<file path="src/stu_pkg.sv">
/*
 * Shared definitions of the store path
 * Data and address word type, store width encoding and store packet
 * Memory map boundaries and store buffer sizing
 */

package stu_pkg;

    // ==========================================================
    // Basic types
    // ==========================================================

    // Data and address words share the same width
    typedef logic [31:0] data_word_t;

    // Width of a store operation as issued by the execution stage
    typedef enum logic [1:0] {
        STORE_BYTE,
        STORE_HALF,
        STORE_WORD
    } store_width_t;

    // A complete store as it moves through unit, buffer and controller
    typedef struct packed {
        data_word_t   data;
        data_word_t   address;
        store_width_t width;
    } store_packet_t;

    // ==========================================================
    // Memory map
    // ==========================================================

    // Every region is half open, the start is inside and the end is outside
    // Boot region spans [0, BOOT_END) and cannot be written
    localparam data_word_t BOOT_END    = 32'h0000_1000;

    // Memory mapped timer, written through a dedicated strobe
    localparam data_word_t TIMER_START = 32'h0000_1000;
    localparam data_word_t TIMER_END   = 32'h0000_1010;

    // IO spans [TIMER_END, IO_END), main memory starts at IO_END
    localparam data_word_t IO_END      = 32'h0000_2000;

    // ==========================================================
    // Store buffer sizing
    // ==========================================================

    // The depth is a power of two so the pointers wrap on their own
    localparam int STORE_BUFFER_DEPTH = 4;
    localparam int STORE_BUFFER_PTR_W = 2;

endpackage : stu_pkg

</file>
<file path="src/store_unit.sv">
/*
 * Store unit
 * Decodes the store address against the memory map and steers each
 * store to the timer strobe, the store buffer, the direct memory
 * channel or the illegal access flag, then holds the result until taken
 */

`timescale 1ns/1ps

module store_unit (
    input  logic                  clk_i,
    input  logic                  rst_n_i,
    input  logic                  prv_level_i,
    input  logic                  valid_operation_i,
    input  stu_pkg::store_packet_t store_packet_i,
    input  logic                  data_accepted_i,

    // Store buffer push side
    input  logic                  buf_full_i,
    output logic                  push_o,
    output stu_pkg::store_packet_t push_packet_o,

    // Direct channel towards the store controller
    input  logic                  ctrl_idle_i,
    input  logic                  direct_done_i,
    output logic                  direct_req_o,
    output stu_pkg::store_packet_t direct_packet_o,

    // Memory mapped timer
    output logic                  timer_write_o,
    output stu_pkg::store_packet_t timer_packet_o,

    // Status towards the issue stage
    output logic                  idle_o,
    output logic                  data_valid_o,
    output logic                  illegal_access_o
);

    // ==========================================================
    // Address decode
    // ==========================================================

    logic timer_access;
    logic boot_access;
    logic io_access;
    logic bufferable;
    logic legal;

    // Ranges are half open, matching the package map
    assign boot_access  = store_packet_i.address < stu_pkg::BOOT_END;
    assign timer_access = (store_packet_i.address >= stu_pkg::TIMER_START) &&
                          (store_packet_i.address < stu_pkg::TIMER_END);
    assign io_access    = (store_packet_i.address >= stu_pkg::TIMER_END) &&
                          (store_packet_i.address < stu_pkg::IO_END);
    assign bufferable   = store_packet_i.address >= stu_pkg::IO_END;

    // IO needs machine mode, boot is never writable
    assign legal = !boot_access && (timer_access || bufferable || (io_access && prv_level_i));

    // ==========================================================
    // FSM
    // ==========================================================

    typedef enum logic [1:0] {IDLE, WAIT_MEMORY, WAIT_BUFFER, WAIT_ACCEPT} unit_state_t;

    unit_state_t           state_q;
    unit_state_t           state_d;
    stu_pkg::store_packet_t packet_q;
    stu_pkg::store_packet_t out_packet;
    logic                  legal_q;
    logic                  issue;

    // A store is taken only while the unit sits in IDLE
    assign idle_o = (state_q == IDLE);
    assign issue  = valid_operation_i && idle_o;

    always_ff @(posedge clk_i) begin
        if (!rst_n_i) begin
            state_q <= IDLE;
            legal_q <= 1'b1;
        end else begin
            state_q <= state_d;
            if (issue) begin
                legal_q <= legal;
            end
        end
    end

    // Payload copy of the issued store, used after the IDLE cycle
    always_ff @(posedge clk_i) begin
        if (issue) begin
            packet_q <= store_packet_i;
        end
    end

    // In IDLE the incoming store is forwarded without waiting a cycle
    assign out_packet      = idle_o ? store_packet_i : packet_q;
    assign push_packet_o   = out_packet;
    assign direct_packet_o = out_packet;

    // The timer write completes in the issue cycle itself
    assign timer_write_o  = issue && timer_access;
    assign timer_packet_o = store_packet_i;

    always_comb begin
        state_d      = state_q;
        push_o       = 1'b0;
        direct_req_o = 1'b0;

        case (state_q)
            IDLE: begin
                if (issue && !timer_access) begin
                    if (!legal) begin
                        // Nothing to send, only report the exception
                        state_d = WAIT_ACCEPT;
                    end else if (bufferable) begin
                        push_o  = !buf_full_i;
                        state_d = buf_full_i ? WAIT_BUFFER : WAIT_ACCEPT;
                    end else begin
                        direct_req_o = ctrl_idle_i;
                        state_d      = WAIT_MEMORY;
                    end
                end
            end

            WAIT_MEMORY: begin
                // The controller leaves idle as soon as it latches the request
                direct_req_o = ctrl_idle_i;
                if (direct_done_i) begin
                    state_d = WAIT_ACCEPT;
                end
            end

            WAIT_BUFFER: begin
                // Retry the push until a slot frees up
                push_o = !buf_full_i;
                if (!buf_full_i) begin
                    state_d = WAIT_ACCEPT;
                end
            end

            WAIT_ACCEPT: begin
                if (data_accepted_i) begin
                    state_d = IDLE;
                end
            end

            default: begin
                state_d = IDLE;
            end
        endcase
    end

    // Result is held until the issue stage accepts it
    assign data_valid_o     = (state_q == WAIT_ACCEPT);
    assign illegal_access_o = data_valid_o && !legal_q;

endmodule : store_unit

</file>
<file path="src/store_buffer.sv">
/*
 * Store buffer
 * Circular FIFO of store packets with full and empty flags
 */

`timescale 1ns/1ps

module store_buffer (
    input  logic                  clk_i,
    input  logic                  rst_n_i,

    // Push side, driven by the store unit
    input  logic                  push_i,
    input  stu_pkg::store_packet_t push_packet_i,

    // Pop side, driven by the store controller
    input  logic                  pop_i,
    output stu_pkg::store_packet_t head_packet_o,

    output logic                  full_o,
    output logic                  empty_o
);

    // ==========================================================
    // Storage and pointers
    // ==========================================================

    stu_pkg::store_packet_t entries_q [stu_pkg::STORE_BUFFER_DEPTH];

    logic [stu_pkg::STORE_BUFFER_PTR_W-1:0] wr_ptr_q;
    logic [stu_pkg::STORE_BUFFER_PTR_W-1:0] rd_ptr_q;
    logic [stu_pkg::STORE_BUFFER_PTR_W:0]   count_q;

    logic do_push;
    logic do_pop;

    assign full_o  = (count_q == (stu_pkg::STORE_BUFFER_PTR_W + 1)'(stu_pkg::STORE_BUFFER_DEPTH));
    assign empty_o = (count_q == '0);

    // Requests against a full or empty buffer are dropped here
    assign do_push = push_i && !full_o;
    assign do_pop  = pop_i && !empty_o;

    always_ff @(posedge clk_i) begin
        if (do_push) begin
            entries_q[wr_ptr_q] <= push_packet_i;
        end
    end

    always_ff @(posedge clk_i) begin
        if (!rst_n_i) begin
            wr_ptr_q <= '0;
            rd_ptr_q <= '0;
            count_q  <= '0;
        end else begin
            if (do_push) begin
                wr_ptr_q <= wr_ptr_q + 1'b1;
            end
            if (do_pop) begin
                rd_ptr_q <= rd_ptr_q + 1'b1;
            end

            // Simultaneous push and pop leave the count unchanged
            case ({do_push, do_pop})
                2'b10:   count_q <= count_q + 1'b1;
                2'b01:   count_q <= count_q - 1'b1;
                default: count_q <= count_q;
            endcase
        end
    end

    // Oldest entry is visible without a read latency
    assign head_packet_o = entries_q[rd_ptr_q];

endmodule : store_buffer

</file>
<file path="src/store_controller.sv">
/*
 * Store controller
 * Picks direct requests over buffered stores and runs one write at a
 * time on the external memory port
 */

`timescale 1ns/1ps

module store_controller (
    input  logic                  clk_i,
    input  logic                  rst_n_i,

    // Direct channel from the store unit
    input  logic                  direct_req_i,
    input  stu_pkg::store_packet_t direct_packet_i,
    output logic                  direct_done_o,

    // Store buffer read side
    input  logic                  buf_empty_i,
    input  stu_pkg::store_packet_t head_packet_i,
    output logic                  pop_o,

    output logic                  idle_o,

    // External memory write port
    output logic                  mem_req_o,
    output stu_pkg::store_packet_t mem_packet_o,
    input  logic                  mem_done_i
);

    // ==========================================================
    // FSM
    // ==========================================================

    typedef enum logic {CTRL_IDLE, CTRL_BUSY} ctrl_state_t;

    ctrl_state_t           state_q;
    stu_pkg::store_packet_t packet_q;
    logic                  from_direct_q;
    logic                  start_direct;
    logic                  start_buffer;

    assign idle_o = (state_q == CTRL_IDLE);

    // Direct stores are not bufferable and win over queued entries
    assign start_direct = idle_o && direct_req_i;
    assign start_buffer = idle_o && !direct_req_i && !buf_empty_i;

    // The buffer entry leaves the queue as its write begins
    assign pop_o = start_buffer;

    always_ff @(posedge clk_i) begin
        if (!rst_n_i) begin
            state_q       <= CTRL_IDLE;
            from_direct_q <= 1'b0;
        end else begin
            case (state_q)
                CTRL_IDLE: begin
                    if (start_direct || start_buffer) begin
                        state_q       <= CTRL_BUSY;
                        from_direct_q <= start_direct;
                    end
                end
                CTRL_BUSY: begin
                    if (mem_done_i) begin
                        state_q <= CTRL_IDLE;
                    end
                end
                default: state_q <= CTRL_IDLE;
            endcase
        end
    end

    // Packet stays stable for the whole memory transaction
    always_ff @(posedge clk_i) begin
        if (start_direct) begin
            packet_q <= direct_packet_i;
        end else if (start_buffer) begin
            packet_q <= head_packet_i;
        end
    end

    assign mem_req_o    = (state_q == CTRL_BUSY);
    assign mem_packet_o = packet_q;

    // Only the direct channel waits on completion
    assign direct_done_o = mem_req_o && mem_done_i && from_direct_q;

endmodule : store_controller

</file>
<file path="src/store_subsystem.sv">
/*
 * Store subsystem top level
 * Connects store unit, store buffer and store controller
 */

`timescale 1ns/1ps

module store_subsystem (
    input  logic                  clk_i,
    input  logic                  rst_n_i,

    // Issue side
    input  logic                  valid_operation_i,
    input  stu_pkg::store_packet_t store_packet_i,
    input  logic                  prv_level_i,
    input  logic                  data_accepted_i,
    output logic                  idle_o,
    output logic                  data_valid_o,
    output logic                  illegal_access_o,
    output logic                  timer_write_o,
    output stu_pkg::store_packet_t timer_packet_o,

    // Memory side
    output logic                  mem_req_o,
    output stu_pkg::store_packet_t mem_packet_o,
    input  logic                  mem_done_i
);

    // Unit to buffer
    logic                  push;
    stu_pkg::store_packet_t push_packet;
    logic                  full;

    // Buffer to controller
    logic                  empty;
    logic                  pop;
    stu_pkg::store_packet_t head_packet;

    // Unit to controller
    logic                  direct_req;
    stu_pkg::store_packet_t direct_packet;
    logic                  direct_done;
    logic                  ctrl_idle;

    store_unit u_store_unit (
        .clk_i             (clk_i),
        .rst_n_i           (rst_n_i),
        .prv_level_i       (prv_level_i),
        .valid_operation_i (valid_operation_i),
        .store_packet_i    (store_packet_i),
        .data_accepted_i   (data_accepted_i),
        .buf_full_i        (full),
        .push_o            (push),
        .push_packet_o     (push_packet),
        .ctrl_idle_i       (ctrl_idle),
        .direct_done_i     (direct_done),
        .direct_req_o      (direct_req),
        .direct_packet_o   (direct_packet),
        .timer_write_o     (timer_write_o),
        .timer_packet_o    (timer_packet_o),
        .idle_o            (idle_o),
        .data_valid_o      (data_valid_o),
        .illegal_access_o  (illegal_access_o)
    );

    store_buffer u_store_buffer (
        .clk_i         (clk_i),
        .rst_n_i       (rst_n_i),
        .push_i        (push),
        .push_packet_i (push_packet),
        .pop_i         (pop),
        .head_packet_o (head_packet),
        .full_o        (full),
        .empty_o       (empty)
    );

    store_controller u_store_controller (
        .clk_i           (clk_i),
        .rst_n_i         (rst_n_i),
        .direct_req_i    (direct_req),
        .direct_packet_i (direct_packet),
        .direct_done_o   (direct_done),
        .buf_empty_i     (empty),
        .head_packet_i   (head_packet),
        .pop_o           (pop),
        .idle_o          (ctrl_idle),
        .mem_req_o       (mem_req_o),
        .mem_packet_o    (mem_packet_o),
        .mem_done_i      (mem_done_i)
    );

endmodule : store_subsystem

</file>
<file path="config.mk">
export PLATFORM = sky130hd
export DESIGN_NAME = store_subsystem
export DESIGN_NICKNAME = d
export VERILOG_FILES = /design/src/stu_pkg.sv /design/src/store_unit.sv /design/src/store_buffer.sv /design/src/store_controller.sv /design/src/store_subsystem.sv
export SDC_FILE = /design/constraint.sdc
export NUM_CORES = 1
export LEC_CHECK = 0
export BUFFER_PORTS_ARGS = -buffer_cell sky130_fd_sc_hd__buf_2
export CORE_UTILIZATION = 40
export CTS_BUF_LIST = sky130_fd_sc_hd__clkbuf_8
export DETAILED_ROUTE_END_ITERATION = 12
export GPL_ROUTABILITY_DRIVEN = 1
export HOLD_SLACK_MARGIN = 0.02
export SLEW_MARGIN = 20
export SYNTH_ARGS = -nofsm -noshare
export SYNTH_HDL_FRONTEND = slang
export SYNTH_SLANG_ARGS = --single-unit
export TNS_END_PERCENT = 100
</file>
<file path="constraint.sdc">
create_clock -name clk_i -period 3.9 [get_ports clk_i]
set_input_delay 0.78 -clock clk_i [delete_from_list [all_inputs] [get_ports clk_i]]
set_output_delay 0.78 -clock clk_i [all_outputs]
set_load 0.01 [all_outputs]
</file>
==> run metrics <==
path type of the worst min-delay path=input port to register; CP endpoint kind=output pin; net switching power=0.004699 W; mapped cell area=0.01656 sq mm; die height=about 200 um; RSZ-0062 raised after global routing=no; vias per inst=4.990; starting density of the core=0.4055; Comb power frac=0.304; status=completed; fin area=0.01904 sq mm; synthesized flop and latch total=410; Max Freq=roughly 290 MHz; Seq pwr share=0.473; Slew Viols, Final=0; first-pass GRT wire length=approximately 50000 um; HPWL Detailed=18460 um; syn_area_per_cell=approximately 21 sq um; setup bufs post-CTS=0; diode count=0; CP delay by family, top=buffers and inverters; row count=74; worst path required time=around 3.1 ns; Die Span X=205.5 um; Cell Area, Placed=0.01773 sq mm; WP data arrival=2.70 ns; Pre-antenna DRT Iters=4; post-synthesis mux area share=0.1848; clk sink count=410; io pins=209; TNS Setup=0 ns; Final GP Congestion=a little under 0.8; final setup fails=0; die footprint=approximately 0.042 sq mm; initial antenna violation count=0; largest family of logic cells by synthesized area=multiplexers; CP cell instances=inv_1 -> ha_4 -> buf_4 -> and2_4 -> and4_1 -> buf_2; Skew-Pair Late Insertion Delay=0.62 ns; Setup CP Type=register to output pin; core area=0.04083 sq mm; Syn Nets=883; final WL=32700 um; clock root buffer=clkbuf_8; CTS H-Tree Depth=3; Yosys cell types=44; hold buffer count at CTS=0; fin crit share=0.8914; largest net degree at the start of global routing=slightly below 70; DRT antenna net count=0; Worst Setup Start Kind=register; post-CTS sizing=0; drt wl/cell=a little over 20 um; TritonCTS clock tree=built; area share of fa/ha/maj cells after synthesis=0.008010; largest stage delay on the critical path=~0.56 ns; P_leak=6.674 nW; Synth Area in XOR/XNOR=0.001587; CTS clk-pin slew, worst paths=0.06 ns; Final Critical Period=~3.5 ns; clock buffer count from CTS=71; CTS Buffer Depth=3; max_slew headroom=0.2929; Simple-Gate Fraction of Synth Area=0.01814; vias in the first global route=about 8300; Vias=roughly 8000; initial DRC count=434; I/O Buffers=208; P per Cell Area=808.9 mW/mm^2; Total Routing Usage GR=0.1596; Layout Nets=1080; CP Buf/Inv Count=3; Post-Synthesis Cells=801; Worst-Margin Slew=1.061 ns; endpoints failing hold=0; Overflow after GRT=0; yosys warns=0; sequential cell area fraction in the yosys report=0.7351; EDFF count, synth=396; fraction of power spent switching nets=0.3051; Layout area overhead=14.99%; slowest CP cell=buf_4; crit path max fanout=40; max_cap viols=0; worst ir drop on vdd=502.7 uV; post-synthesis compound-gate area fraction=0.008842; drt drc=0; clk_skew=0.02601 ns; Synth async-reset ratio=0; Pint=0.01070 W; clock share of power=0.223; layout cells sized above 1=0.4962; most common flop cell mapped by yosys=edfxtp_1
-- power groups by stage --
stage / sequential [W] / combinational [W] / clock [W]
floorplan: 0.00741 / 0.00310 / 0
global placement: 0.00741 / 0.00470 / 0
detailed placement: 0.00741 / 0.00472 / 0
CTS: 0.00734 / 0.00475 / 0.00356
global route: 0.00742 / 0.00511 / 0.00374
finish: 0.00728 / 0.00468 / 0.00344
-- cell type report --
cell class                 instances  area, sq um
clock buffer                      73         1005
clock inverter                    50        225.2
fill                            3459        21790
inverter                           9        33.78
multi-input combinational        286         3702
sequential                       410        12180
tap                              532        665.6
timing repair buffer             220         1229
-- metal layers --
layer,share of wire,vias to the layer above,GRT usage
met4,0.023,0,0.05847
li1,-,3576,-
met5,0,-,0
met1,0.44,4037,0.2089
met3,0.051,58,0.04134
met2,0.49,213,0.2568
-- flip-flops by register name (all words and copies together) (netlist names), named ones only --
name	cells
u_store_buffer.count_q	3
u_store_unit.packet_q	66
u_store_buffer.wr_ptr_q	2
u_store_unit.legal_q	1
u_store_controller.mem_packet_o	66
u_store_controller.mem_req_o	1
u_store_buffer.entries_q	264
u_store_unit.state_q	2
u_store_buffer.rd_ptr_q	2
u_store_controller.from_direct_q	1
-- worst paths after layout --
path	from	endpoint	slack (ns)	depth (start not counted)
worst max register to register	u_store_unit.state_q[0]	u_store_unit.legal_q	0.87	7
worst min register to register	u_store_buffer.rd_ptr_q[1]	register	0.47	2
worst min-delay path	store_packet_i[63]	u_store_unit.packet_q[63]	0.36	1
worst max-delay path	u_store_unit.state_q[0]	timer_write_o	0.42	6
-- synth_stat cells (all sizes together), types with 2 or more instances --
cell | number | area share
ha | 9 | 0.0068
mux4 | 66 | 0.090
and3 | 2 | 0.00083
a21oi | 7 | 0.0021
nand3 | 3 | 0.00091
a32o | 2 | 0.0012
nor2 | 13 | 0.0029
mux2i | 3 | 0.0018
edfxtp | 396 | 0.72
inv | 8 | 0.0018
xnor2 | 2 | 0.0011
dfxtp | 14 | 0.017
buf | 87 | 0.039
nor3 | 3 | 0.00091
or3 | 2 | 0.00076
nand2b | 2 | 0.00091
clkbuf | 9 | 0.0020
nor4 | 8 | 0.0045
and2 | 7 | 0.0026
or2 | 2 | 0.00076
nand2 | 7 | 0.0016
mux2 | 131 | 0.093
o21ai | 5 | 0.0015
-- cells in the final DEF (no fill, tap or decap), types with 3 or more instances in the layout --
cell	count
nand2_1	6
mux4_2	66
o21ai_0	5
clkinv_2	6
nor2_1	13
clkinv_1	14
ha_1	8
mux2i_1	3
nor4_2	4
buf_16	3
nand3_1	3
buf_12	3
mux2_4	18
mux2_2	113
buf_2	208
and2_4	5
edfxtp_1	396
dfxtp_1	12
buf_4	6
nor3_1	3
nor4_1	4
inv_6	3
a21oi_1	7
clkbuf_8	73
inv_1	33
-- stage by stage --
stage / setup slack, ns / total power, W / utilization / cells / hold WS [ns]
2_1_floorplan: 0.1454 / 0.01050 / - / 801 / 0.4366
3_3_place_gp: 0.7406 / 0.01210 / 0.4341 / 1454 / 0.4516
3_5_place_dp: 0.6947 / 0.01213 / 0.4341 / 1454 / 0.4616
4_1_cts: 0.2857 / 0.01565 / 0.4643 / 1577 / 0.3119
5_1_grt: 0.2086 / 0.01628 / 0.4663 / 1580 / 0.3346
6_report: 0.4234 / 0.01540 / 0.4663 / 1580 / 0.3648
-- logic make-up (layout without fill, tap and decap cells) --
family	Yosys count	after routing
DFF	410	410
muxes	200	200
buffers and inverters	105	352
and+or+nand+nor	52	52
AOI/OAI and AO/OA	21	21
adders and majority gates	10	10
xor gates and xnor gates	3	3
Note: power is estimated with default switching activity, not from simulation.
